===== config.mk =====
export PLATFORM = sky130hd
export DESIGN_NAME = cpu_ctl
export DESIGN_NICKNAME = d
export VERILOG_FILES = /design/src/logic/cpu_state_pkg.sv /design/src/logic/sys_bus_pkg.sv /design/src/logic/strobgen.sv /design/src/logic/px.sv /design/src/logic/ifctl.sv /design/src/logic/cpu_ctl.sv
export SDC_FILE = /design/constraint.sdc
export NUM_CORES = 1
export LEC_CHECK = 0
export ABC_AREA = 1
export CAP_MARGIN = 10
export CORE_ASPECT_RATIO = 2
export CORE_UTILIZATION = 56
export CTS_CLUSTER_DIAMETER = 30
export DETAILED_ROUTE_END_ITERATION = 12
export DONT_BUFFER_PORTS = 1
export PLACE_DENSITY = 0.72
export SLEW_MARGIN = 10
export SYNTH_ARGS = -nofsm -noshare
export SYNTH_HDL_FRONTEND = slang
export SYNTH_SLANG_ARGS = --single-unit

===== constraint.sdc =====
create_clock -name __clk -period 1.42 [get_ports __clk]
set_input_delay 0.213 -clock __clk [delete_from_list [all_inputs] [get_ports __clk]]
set_output_delay 0.213 -clock __clk [all_outputs]
set_load 0.02 [all_outputs]

===== src/logic/cpu_state_pkg.sv =====
// CPU state control types: cycle state vector, instruction flags and AD bus word
package cpu_state_pkg;

	// One-hot cycle state; the same layout carries the next-state request
	typedef struct packed {
		logic k1;	// Fetch, first word
		logic k2;	// Fetch, second word
		logic p0;	// Idle / panel wait
		logic p1;	// Second word fetch
		logic p2;	// Effective address
		logic p3;	// Modification
		logic p4;	// Pre-index
		logic p5;	// Operand read
		logic wp;	// Execute, prepare
		logic wa;	// Execute, A
		logic we;	// Execute, E
		logic wr;	// Execute, read
		logic w_s;	// Execute, shift (W&)
		logic wz;	// Execute, Z
		logic wx;	// Execute, X
		logic wm;	// Execute, I/O and control
		logic ww;	// Execute, write
		logic i1;	// Interrupt phase 1
		logic i2;	// Interrupt phase 2
		logic i3;	// Interrupt phase 3, register stack
		logic i4;	// Interrupt phase 4, vector read
		logic i5;	// Interrupt phase 5, return
	} state_t;

	typedef struct packed {
		logic lip;	// Return from interrupt
		logic sp;	// Load process context
		logic in;	// Input
		logic ou;	// Output
		logic mcl;	// Master clear
		logic gi;	// Generate interrupt
		logic fi;	// Flags to interrupt register
		logic is;	// Bit set in memory
		logic exl;	// Extracode
		logic pufa;	// Wide or FP instruction
	} op_t;

	// AD word seen as an interrupt vector during I phases
	typedef struct packed {
		logic [8:0] pad;	// Always zero
		logic phase_a;	// I1/I4/I5 marker
		logic phase_b;	// I1/I5, or I4 with request
		logic spare;
		logic wide;	// Wide/FP op behind the request
		logic [2:0] ir_code;	// Interrupt source
	} ad_vec_t;

	typedef union packed {
		logic [15:0] raw;	// Plain address
		ad_vec_t vec;
	} ad_word_u;

	localparam state_t STATE_RESET = '{p0: 1'b1, default: 1'b0};	// P0 only

endpackage


===== src/logic/sys_bus_pkg.sv =====
// System bus side: driver enables, reply lines and alarm timer defaults
package sys_bus_pkg;

	localparam int DDT_W = 16;	// Data bus width
	localparam int DDT_GI_BIT = 0;	// Data bit carried with a generated interrupt

	// Bus driver enables raised by the state unit
	typedef struct packed {
		logic df;	// Fetch
		logic dr;	// Read
		logic dw;	// Write
		logic din;	// Interrupt
		logic ds;	// Send
		logic dmcl;	// Software reset
		logic [DDT_W-1:0] ddt;	// Data word
	} bus_drv_t;

	// Replies from the bus
	typedef struct packed {
		logic zw;	// Grant
		logic ren;	// EN
		logic rok;	// OK
		logic rpe;	// Parity error
	} bus_rsp_t;

	// Missing reply detection, in clock cycles
	localparam int ALARM_DLY_DEF = 32;	// Wait before alarm
	localparam int ALARM_LEN_DEF = 4;	// Alarm pulse length

endpackage


===== src/logic/strobgen.sv =====
// Strobe generator: steps each CPU cycle through strob1/strob1b/strob2/strob2b and got
`timescale 1ns/10ps

module strobgen (
	input logic __clk,
	input logic clo,
	input logic mode,	// Step mode
	input logic step,	// Step key
	input logic long_cycle,	// Needs strob2 phase
	input logic zwzg,	// Bus transaction open
	input logic ok_s,	// Reply received
	input logic talarm,	// Reply timeout
	output logic strob1,
	output logic strob1b,
	output logic strob2,
	output logic strob2b,
	output logic got,	// End of cycle
	output logic ldstate,	// Load next state
	output logic gotst1	// Bus request point
);

	localparam logic [2:0] ST_WAIT = 3'd0;	// Between cycles
	localparam logic [2:0] ST_S1 = 3'd1;
	localparam logic [2:0] ST_S1B = 3'd2;
	localparam logic [2:0] ST_S2 = 3'd3;
	localparam logic [2:0] ST_S2B = 3'd4;
	localparam logic [2:0] ST_GOT = 3'd5;

	logic [2:0] st;
	logic [2:0] st_nxt;
	logic run;	// Set one clock after reset release
	logic step_q;
	logic step_rise;
	logic bus_hold;	// Stretch strob1b

	assign step_rise = step & ~step_q;
	assign bus_hold = zwzg & ~ok_s & ~talarm;

	always_comb begin
		st_nxt = st;
		case (st)
			ST_WAIT: if (run & (~mode | step_rise)) st_nxt = ST_S1;
			ST_S1: st_nxt = ST_S1B;
			ST_S1B: begin
				if (!bus_hold) begin
					st_nxt = long_cycle ? ST_S2 : ST_GOT;
				end
			end
			ST_S2: st_nxt = ST_S2B;
			ST_S2B: st_nxt = ST_GOT;
			ST_GOT: st_nxt = mode ? ST_WAIT : ST_S1;	// Step mode parks
			default: st_nxt = ST_WAIT;
		endcase
	end

	always_ff @(posedge __clk or posedge clo) begin
		if (clo) begin
			st <= ST_WAIT;
			run <= 1'b0;
			step_q <= 1'b0;
		end else begin
			st <= st_nxt;
			run <= 1'b1;
			step_q <= step;	// Edge detect, one press one cycle
		end
	end

	assign strob1 = (st == ST_S1);
	assign strob1b = (st == ST_S1B);
	assign strob2 = (st == ST_S2);
	assign strob2b = (st == ST_S2B);
	assign got = (st == ST_GOT);
	assign ldstate = (st == ST_GOT);	// Same pulse as got
	assign gotst1 = (st == ST_S1);	// New state valid, request bus here

endmodule


===== src/logic/px.sv =====
// P-X state unit: cycle state registers, interrupt phases, bus drivers, halt and alarm
`timescale 1ns/10ps

module px #(
	parameter bit AWP_PRESENT = 1'b0,	// Hardware FP present
	parameter bit STOP_ON_NOMEM = 1'b1	// Halt on missing memory
) (
	input logic __clk,
	input logic clo,
	input cpu_state_pkg::state_t enter,	// Next-state request
	input logic sp0,	// Set P0
	input logic sp1,	// Set P1
	input logic si1,	// Set I1
	input cpu_state_pkg::op_t op,
	input logic przerw,	// Interrupt pending
	input logic przerw_z,	// Interrupt accepted
	input logic pp,
	input logic lg_0,	// Group counter 0
	input logic lg_3,	// Group counter 3
	input logic efp,	// FP op without hardware
	input logic laduj,	// Panel load
	input logic k2_bin_store,
	input logic k2fetch,
	input logic stop,	// Panel stop
	input logic [2:0] ir,	// Interrupt source code
	input logic rpe,	// Parity error reply
	input logic strob1,
	input logic strob1b,
	input logic strob2,
	input logic strob2b,
	input logic got,
	input logic ldstate,
	input logic zwzg,
	input logic talarm,
	output cpu_state_pkg::state_t state,
	output logic long_cycle,
	output logic zgi_j,	// Bus needed in this state
	output logic zgi_set,	// Immediate bus request
	output sys_bus_pkg::bus_drv_t drv,
	output cpu_state_pkg::ad_word_u dad,
	output logic hlt_n,
	output logic awaria,
	output logic b_p0,	// Missing memory source
	output logic b_parz	// Parity error source
);
	import cpu_state_pkg::*;
	import sys_bus_pkg::*;

	logic soft_fp;	// Soft FP in progress
	logic ef;
	logic exr;	// Extended request
	logic lipsp;
	logic ei1;
	logic ei2;
	logic ei3;
	logic ei4;
	logic ei5;
	logic k2fbs;
	logic rd;	// Read rule
	logic wr_rq;	// Write rule
	logic rw;
	logic wm_gi;
	logic ad_ad;	// Vector code onto AD
	logic bar;	// Bar addressing in I3
	logic bus_act;
	logic strob_any;
	logic awaria_set;

	assign ef = efp & ~AWP_PRESENT;	// Emulate FP only without hardware
	assign exr = soft_fp | ef | op.exl;
	assign lipsp = op.lip | op.sp;

	// Interrupt phase sequencing
	assign ei1 = (exr | op.lip) & pp;
	assign ei2 = state.i1 & przerw_z;
	assign ei3 = (~przerw_z & przerw & state.i1) | (state.i1 & exr) | (op.sp & pp)
		| state.i2 | (state.i5 & op.lip)
		| (~lipsp & ~lg_0 & state.i3)	// Next register, plain
		| (state.i3 & lipsp & ~lg_3);	// Next register, LIP/SP
	assign ei4 = state.i3 & lg_0;
	assign ei5 = state.i4 | (op.lip & state.i1);

	always_ff @(posedge __clk or posedge clo) begin
		if (clo) begin
			state <= STATE_RESET;
		end else begin
			if (ldstate) begin
				state <= enter;	// K, P and W phases
				state.i1 <= ei1;
				state.i2 <= ei2;
				state.i3 <= ei3;
				state.i4 <= ei4;
				state.i5 <= ei5;
			end
			if (sp0) state.p0 <= 1'b1;	// Set strobes win over load
			if (sp1) state.p1 <= 1'b1;
			if (si1) state.i1 <= 1'b1;
		end
	end

	// JK flop, set on ef and cleared by I5, toggled at end of cycle
	always_ff @(posedge __clk or posedge clo) begin
		if (clo) begin
			soft_fp <= 1'b0;
		end else if (got) begin
			case ({ef, state.i5})
				2'b01: soft_fp <= 1'b0;
				2'b10: soft_fp <= 1'b1;
				2'b11: soft_fp <= ~soft_fp;
				default: soft_fp <= soft_fp;
			endcase
		end
	end

	assign long_cycle = state.p2 | state.p3 | state.p4 | state.wp | state.wa | state.we
		| state.w_s | state.wz | state.wx | (state.k2 & laduj);

	assign k2fbs = k2_bin_store | k2fetch;
	assign zgi_j = state.k1 | state.p1 | state.p5 | state.wr | state.ww | state.wm
		| state.i1 | state.i2 | state.i3 | state.i4 | state.i5 | k2fbs;
	assign zgi_set = si1 | sp1;	// Interrupt or panel entry

	// Bus direction rules
	assign rd = k2fetch | state.p1 | state.p5 | state.wr | state.i1
		| (state.i3 & lipsp) | state.i4;
	assign wr_rq = state.ww | state.i5 | (state.i3 & (przerw | exr)) | k2_bin_store;
	assign rw = rd ^ wr_rq;
	assign wm_gi = state.wm & op.gi;

	always_comb begin
		drv = '0;
		drv.df = zwzg & (state.k1 | state.i2 | (op.in & state.wm));
		drv.dr = zwzg & rd;
		drv.dw = zwzg & wr_rq;
		drv.din = zwzg & wm_gi;
		drv.ds = zwzg & op.ou & state.wm;
		drv.dmcl = zwzg & op.mcl & state.wm;
		drv.ddt[DDT_GI_BIT] = zwzg & wm_gi;	// Interrupt data word
	end

	// Interrupt vector on AD, raw address zero otherwise
	assign ad_ad = zwzg & state.i4 & soft_fp;

	always_comb begin
		dad.raw = '0;
		dad.vec.phase_a = zwzg & (state.i1 | state.i4 | state.i5);
		dad.vec.phase_b = zwzg & (state.i1 | (state.i4 & exr) | state.i5);
		dad.vec.wide = ad_ad & op.pufa;
		dad.vec.ir_code = ad_ad ? ir : 3'd0;
	end

	// Alarm sources
	assign strob_any = strob1 | strob1b | strob2 | strob2b;
	assign bar = zwzg & state.i3 & op.sp;
	assign b_parz = strob_any & rpe & rd;	// Only inside a read cycle
	assign b_p0 = rw & talarm;
	assign awaria_set = (b_parz | b_p0) & ~bar;

	always_ff @(posedge __clk or posedge clo) begin
		if (clo) begin
			awaria <= 1'b0;
		end else if (stop) begin
			awaria <= 1'b0;
		end else if (awaria_set) begin
			awaria <= 1'b1;
		end
	end

	assign bus_act = zwzg & rw;

	always_ff @(posedge __clk or posedge clo) begin
		if (clo) begin
			hlt_n <= 1'b0;
		end else if (!bus_act) begin
			hlt_n <= 1'b0;	// Bus idle
		end else if (awaria_set & STOP_ON_NOMEM) begin
			hlt_n <= 1'b1;
		end else if (strob1) begin
			hlt_n <= ~stop;
		end
	end

endmodule


===== src/logic/ifctl.sv =====
// Bus interface control: request flip-flop, grant, reply capture and alarm timer
`timescale 1ns/10ps

module ifctl #(
	parameter int ALARM_DLY_TICKS = sys_bus_pkg::ALARM_DLY_DEF,	// Wait before alarm
	parameter int ALARM_TICKS = sys_bus_pkg::ALARM_LEN_DEF	// Alarm length
) (
	input logic __clk,
	input logic clo,
	input logic gotst1,	// Cycle start
	input logic zgi_j,	// State needs the bus
	input logic zgi_set,	// Immediate request
	input sys_bus_pkg::bus_rsp_t rsp,
	output logic zg,	// Bus request
	output logic zwzg,	// Requested and granted
	output logic ok_s,	// Reply seen
	output logic talarm	// No reply in time
);

	localparam int DLY_W = $clog2(ALARM_DLY_TICKS + 1);
	localparam int LEN_W = $clog2(ALARM_TICKS + 1);

	logic oken;	// OK or EN
	logic alarm_go;
	logic [DLY_W-1:0] wait_cnt;
	logic [LEN_W-1:0] len_cnt;

	assign oken = rsp.ren | rsp.rok;
	assign zwzg = zg & rsp.zw;

	// Clear wins so a finished transfer does not re-request
	always_ff @(posedge __clk or posedge clo) begin
		if (clo) begin
			zg <= 1'b0;
		end else if (ok_s | talarm) begin
			zg <= 1'b0;
		end else if (zgi_set | (gotst1 & zgi_j)) begin
			zg <= 1'b1;
		end
	end

	always_ff @(posedge __clk or posedge clo) begin
		if (clo) begin
			ok_s <= 1'b0;
		end else begin
			ok_s <= zwzg & oken;
		end
	end

	// Unanswered grant counter
	assign alarm_go = zwzg & ~oken & ~talarm
		& (wait_cnt == DLY_W'(ALARM_DLY_TICKS - 1));

	always_ff @(posedge __clk or posedge clo) begin
		if (clo) begin
			wait_cnt <= '0;
		end else if (!zwzg || oken || talarm) begin
			wait_cnt <= '0;
		end else begin
			wait_cnt <= wait_cnt + 1'b1;
		end
	end

	always_ff @(posedge __clk or posedge clo) begin
		if (clo) begin
			talarm <= 1'b0;
			len_cnt <= '0;
		end else if (alarm_go) begin
			talarm <= 1'b1;
			len_cnt <= '0;
		end else if (talarm) begin
			if (len_cnt == LEN_W'(ALARM_TICKS - 1)) talarm <= 1'b0;	// Pulse done
			len_cnt <= len_cnt + 1'b1;
		end
	end

endmodule


===== src/logic/cpu_ctl.sv =====
// CPU state control top: strobe generator, state unit and bus interface control
`timescale 1ns/10ps

module cpu_ctl #(
	parameter bit AWP_PRESENT = 1'b0,
	parameter bit STOP_ON_NOMEM = 1'b1,
	parameter int ALARM_DLY_TICKS = sys_bus_pkg::ALARM_DLY_DEF,
	parameter int ALARM_TICKS = sys_bus_pkg::ALARM_LEN_DEF
) (
	input logic __clk,
	input logic clo,
	input cpu_state_pkg::state_t enter,
	input logic sp0,
	input logic sp1,
	input logic si1,
	input cpu_state_pkg::op_t op,
	input logic przerw,
	input logic przerw_z,
	input logic pp,
	input logic lg_0,
	input logic lg_3,
	input logic [2:0] ir,
	input logic efp,
	input logic laduj,
	input logic k2_bin_store,
	input logic k2fetch,
	input logic mode,
	input logic step,
	input logic stop,
	input sys_bus_pkg::bus_rsp_t rsp,
	output cpu_state_pkg::state_t state,
	output logic got,
	output logic ldstate,
	output logic zg,
	output sys_bus_pkg::bus_drv_t drv,
	output cpu_state_pkg::ad_word_u dad,
	output logic hlt_n,
	output logic awaria,
	output logic b_p0,
	output logic b_parz
);

	logic strob1;
	logic strob1b;
	logic strob2;
	logic strob2b;
	logic gotst1;
	logic long_cycle;
	logic zgi_j;
	logic zgi_set;
	logic zwzg;
	logic ok_s;
	logic talarm;

	strobgen u_strobgen (
		.__clk(__clk), .clo(clo), .mode(mode), .step(step), .long_cycle(long_cycle),
		.zwzg(zwzg), .ok_s(ok_s), .talarm(talarm),
		.strob1(strob1), .strob1b(strob1b), .strob2(strob2), .strob2b(strob2b),
		.got(got), .ldstate(ldstate), .gotst1(gotst1)
	);

	px #(
		.AWP_PRESENT(AWP_PRESENT),
		.STOP_ON_NOMEM(STOP_ON_NOMEM)
	) u_px (
		.__clk(__clk), .clo(clo), .enter(enter), .sp0(sp0), .sp1(sp1), .si1(si1),
		.op(op), .przerw(przerw), .przerw_z(przerw_z), .pp(pp), .lg_0(lg_0),
		.lg_3(lg_3), .efp(efp), .laduj(laduj), .k2_bin_store(k2_bin_store),
		.k2fetch(k2fetch), .stop(stop), .ir(ir), .rpe(rsp.rpe),
		.strob1(strob1), .strob1b(strob1b), .strob2(strob2), .strob2b(strob2b),
		.got(got), .ldstate(ldstate), .zwzg(zwzg), .talarm(talarm),
		.state(state), .long_cycle(long_cycle), .zgi_j(zgi_j), .zgi_set(zgi_set),
		.drv(drv), .dad(dad), .hlt_n(hlt_n), .awaria(awaria), .b_p0(b_p0),
		.b_parz(b_parz)
	);

	ifctl #(
		.ALARM_DLY_TICKS(ALARM_DLY_TICKS),
		.ALARM_TICKS(ALARM_TICKS)
	) u_ifctl (
		.__clk(__clk), .clo(clo), .gotst1(gotst1), .zgi_j(zgi_j), .zgi_set(zgi_set),
		.rsp(rsp), .zg(zg), .zwzg(zwzg), .ok_s(ok_s), .talarm(talarm)
	);

endmodule


# Word level (Yosys, flattened, before mapping)
# Index checks and enable logic that the tools add are counted.
[word_totals] ff_bits=42 elab_cells=203 input_bits=56 out_inout_bits=67
[classes] bitwise=118 reduce_logical=13 eq_ne=13 add_sub_neg=2 n_mux=24
[op_table] operator="OR 1 bit" count=57
[op_table] operator="bitwise AND 1 bit" count=48
[op_table] operator="2-to-1 mux 20 bit" count=1
[op_table] operator="2-to-1 mux 3 bit" count=6
[op_table] operator="one-hot mux 3 bit (6 select lines)" count=1
[op_table] operator="2-to-1 mux 1 bit" count=14
[op_table] operator="NOT 1 bit" count=12
[op_table] operator="nonzero test 2 bit" count=6
[op_table] operator="== test 3 x 2 -> 1 bit, second input constant" count=3
[op_table] operator="adder 6 x 1 -> 6 bit, second input constant" count=1
[op_table] operator="== test 3 bit, second input constant" count=2
[op_table] operator="== test 6 x 5 -> 1 bit, second input constant" count=1
[op_table] operator="2-to-1 mux 6 bit" count=1
[op_table] operator="== test 2 bit, second input constant" count=2
[op_table] operator="AND reduction 2 bit" count=2
[op_table] operator="adder 3 x 1 -> 3 bit, second input constant" count=1
[op_table] operator="== test 3 x 1 -> 1 bit, second input constant" count=1
[op_table] operator="zero test 3 bit" count=1
[op_table] operator="!= test 3 x 2 -> 1 bit, second input constant" count=1
[op_table] operator="one-hot mux 1 bit (3 select lines)" count=1
[op_table] operator="nonzero test 3 bit" count=1
[op_table] operator="== test 2 x 1 -> 1 bit, second input constant" count=1
[op_table] operator="logical OR 1 bit" count=2
[op_table] operator="!= test 2 x 1 -> 1 bit, second input constant" count=1
[op_table] operator="other kinds (3)" count=3

# Depth between registers and ports, before layout
[depth] depth_word=15 ltp_mapped=9

# Cells and area by module
# From an unflattened synthesis, not the netlist that was laid out.
[hier_totals] hier_cells=313 area_unflattened_um2=2419.8
[modules_own_cells] mod="px" area_each_um2=1536.5 instances=1 cells_per_inst=208
[modules_own_cells] mod="ifctl" area_each_um2=589.3 instances=1 cells_per_inst=63
[modules_own_cells] mod="strobgen" area_each_um2=294.0 instances=1 cells_per_inst=42

# Worst setup path before layout
# No wires, ideal clock.
[synth_timing] path_kind="register -> output" start="register u_strobgen.st[1]" end="output port ldstate" n_path_buf=3 slack_ns=-0.082 path_stages_with_launch=5 required_ns=1.207 arrival_ns=1.289 path_cell_list="dfrtp_1 -> clkbuf_2 -> nor3_4 -> buf_2 -> buf_4"
[synth_between] elab_chain_len=1
[synth_lines] element="from (decl)" line_no="strobgen.sv:29" rtl="logic [2:0] st;"
[synth_lines] element="from (signal assigned)" line_no="strobgen.sv:62" rtl="st <= st_nxt;"
[synth_lines] element="== test 3 bit"
[synth_lines] element="to (decl)" line_no="cpu_ctl.sv:33" rtl="output logic ldstate,"
# No other way between the ends.

# Worst setup path in the final report
[layout_timing] start="register, netlist name u_px.state[2]" end="output port b_parz"
[layout_between] elab_chain_len=4
[layout_lines] element="bitwise AND 1 bit" line_no="px.sv:125" rtl="| (state.i3 & lipsp) | state.i4;"
[layout_lines] element="OR 1 bit (2 in series)" line_no="px.sv:125"
[layout_lines] element="bitwise AND 1 bit" line_no="px.sv:155" rtl="assign b_parz = strob_any & rpe & rd;"
[layout_lines] element="to (decl)" line_no="cpu_ctl.sv:40" rtl="output logic b_parz"
# No other way between the ends.

==> flow_summary.yaml <==
outcome:
  status: "finished, violations left"
  violations: "setup timing"
job:
  maxCapViolCount: 0
synth:
  yosysSeqAreaShare_pct: 46.5
  ys_warn_count: 0
  avgSynthCellArea_um2: 7.59
  syn_area_um2: 2260
  synth_top_area_cell: "dfrtp_1"
  syn_inst: 298
  synth_area_leaders: "dfrtp_1 (45%), nand2_1 (13%), buf_4 (9.0%)"
  yosys_register_bits: 42
  yosys.area.top_type_share_pct: 45.4
  synth.distinct_cells: 25
drt:
  wl_per_cell_um: 16.9
  dr.first_iter.drc_count: 75
  finalWirelength_um: 7090
  topRoutingLayerUsed: "met4"
  drt_first_pass_iters: 4
  ant_nets: 0
  wl_met1_um: 2280
  avgViaCountPerCell: 5.42
  wl_met3_um: 558
  dr_wl_met2_um: 3760
  num_vias: 2277
  drcViolationCount: 0
cells_and_area:
  final_common_cell: "nand2_1"
  multi_input_area_um2: 1170
  final_cell_mix: "nand2_1 (61), buf_4 (50), dfrtp_1 (38), inv_1 (31), conb_1 (26)"
  fill_cells: 225
  regArea_um2: 1060
  drive_above_1_share_pct: 36.6
  area_growth_pct: 42.3
  n_antenna_cell: 0
  nets: 427
worst_hold_path:
  min_path_cells: 2
  min_path_type: "input port to register"
  hold_end: "u_px.state[18]"
  min-delay-start: "sp1"
cts:
  path_clk_slew_ns: 0.08
  cts_tree: "built"
  cts.sinks: 42
  cts_root_buf: "clkbuf_8"
  cts_buffers: 5
  worstSkewPairLatency_ns: 0.30
  clock_path_buffers: 2
  htree_levels: 2
timing:
  tns_ns: -1.90
  hold_viol: 0
  worst_hold_slack_ns: 0.00237
  finalWorstSetupSlack_ns: -0.316
  fmax_mhz: 576
  period_minus_slack_ns: 1.74
  final_max_slew_viol_count: 0
  relSlewSlack_pct: 64.6
  finalClockSkew_ns: 0.0109
  finalSetupViolations: 25
  worst_pin_slew_ns: 0.531
  min_period_over_period_pct: 122
  rsz0062_at_grt: "yes"
setup_path:
  worstReg2RegEnd: "u_px.state[1]"
  ff2ff_path_depth: 7
  timing.rr.start: "u_strobgen.st[1]"
  cp_cell_sequence: "inv_1, nor2_2, inv_1, nand2_2, buf_4, nand3_2, inv_2"
  cp-start-kind: "register"
  crit_fanout: 2
  rrSetupSlack_ns: -0.13
  required_ns: 1.21
  cp.buffers_inverters: 4
  arrival_ns: 1.52
  cp_slowest_stage_delay_ns: 0.38
  cp-startpoint: "u_px.state[2]"
  critical_path_class: "register to output port"
  slowest_stage: "dfrtp_1"
  end_kind: "output port"
  cp_common_cell: "inv_1"
  critPathTopFamily: "buffers and inverters"
placement:
  dp_hpwl_um: 3990
  preCtsSetupSlack_ns: 0.0347
  gp_congestion: 0.870
  port_buffers: 0
floorplan:
  die_width_um: 46.9
  die_height_um: 91.9
  io_pins: 123
  coreArea_um2: 3840
  dieArea_um2: 4310
  start_util_pct: 58.8
  rows: 32
global_routing:
  first_global_vias: 2102
  grt_max_degree: 43
  gr-total-overflow: 0
  track_usage_pct: 28.6
  grt_pass1_wl_um: 8780
  antenna_found_initial: 0
pwr:
  peakVddDrop_mv: 1.42
  leakage_nw: 1.61
  power.density_nw_per_um2: 1870
## how the worst max path moves through the flow
stage	to	slack [ns]	depth (start not counted)
floorplan	ldstate	-0.009	4
global placement	b_p0	0.06	7
detailed placement	u_px.state[18]	0.03	4
CTS	b_p0	-0.17	6
global route	b_parz	-0.39	7
finish	b_parz	-0.32	7
## worst reg2reg max path, stage by stage, from the launching register on
cell       delay [ns]
dfrtp_2          0.45
nor3_4           0.31
buf_6            0.16
buf_12           0.14
buf_6            0.12
clkbuf_16        0.14
nand3_1          0.10
nand2_1          0.08
## cells by family (layout without fill, tap and decap cells)
| family | count (synthesis) | in the layout | share of synthesized area (%) |
|---|---|---|---|
| flops | 42 | 42 | 46.5 |
| fa+ha+maj | 3 | 3 | 1.66 |
| compound gates | 37 | 37 | 8.69 |
| simple gates | 143 | 143 | 26.2 |
| buf+inv | 71 | 118 | 16.5 |
| other cells | 2 | 26 | 0.332 |
## cells in the mapped netlist, drive strengths merged
| master | n |
|---|---|
| nand2 | 76 |
| o22ai | 1 |
| o211ai | 1 |
| a31oi | 1 |
| nand4 | 1 |
| buf | 31 |
| a21oi | 15 |
| o21ai | 17 |
| dfstp | 1 |
| inv | 39 |
| nor3b | 1 |
| nand3b | 1 |
| a221oi | 1 |
| nor2 | 36 |
| dfrtp | 41 |
| conb | 2 |
| clkbuf | 1 |
| a21boi | 1 |
| nor3 | 12 |
| ha | 3 |
| nand3 | 16 |
## routing by layer
layer  GRT usage (%)  vias up
met5               0        -
met4            15.5        0
met3            7.09       41
met2            48.5      144
met1            30.1     1072
li1                -     1020
## power by group
part           switching, W  total, W  leakage, nW  internal [W]
logic               0.00197   0.00331         1.05       0.00135
clock network      0.000402  0.000794       0.0482      0.000392
registers          0.000328   0.00191        0.512       0.00158
total               0.00270   0.00601         1.61       0.00332
## flip-flops by register name (all words and copies together), names as in the netlist
signal,count
u_strobgen.step_q,1
u_px.state,22
u_strobgen.st,3
u_ifctl.wait_cnt,6
u_ifctl.len_cnt,3
u_px.hlt_n,1
u_ifctl.zg,1
u_px.awaria,1
u_ifctl.ok_s,1
u_px.soft_fp,1
u_ifctl.talarm,1
u_strobgen.run,1
## cell type report
type / instances / share of cell area, %
clock inverters: 1 / 0.156
well taps: 51 / 1.98
repair inverters: 2 / 0.544
multi-input cells: 209 / 36.5
repair buffers: 69 / 20.2
clock buffers: 7 / 2.68
inverters: 39 / 5.17
flip-flops and latches: 42 / 32.8
## metrics by stage
step	instances	utilization (%)	total power, W	area, µm²
final	420	83.7	0.00601	3220
after global routing	420	83.7	0.00632	3220
after CTS	409	74.8	0.00532	2880
after detailed placement	384	65.8	0.00416	2530
after global placement	384	65.8	0.00412	2530
after floorplan	322	-	0.00336	2360
## repair_timing
item                                    in CTS  in global routing
hold buffers                                 3                  0
hold endpoints to repair                    43                  0
pin swaps                                    8                 20
resized for setup                           29                 71
buffers inserted                            14                  8
endpoints found under the setup margin      16                 33
cloned                                       1                  3
No activity file was read; power rests on OpenSTA's default activity.
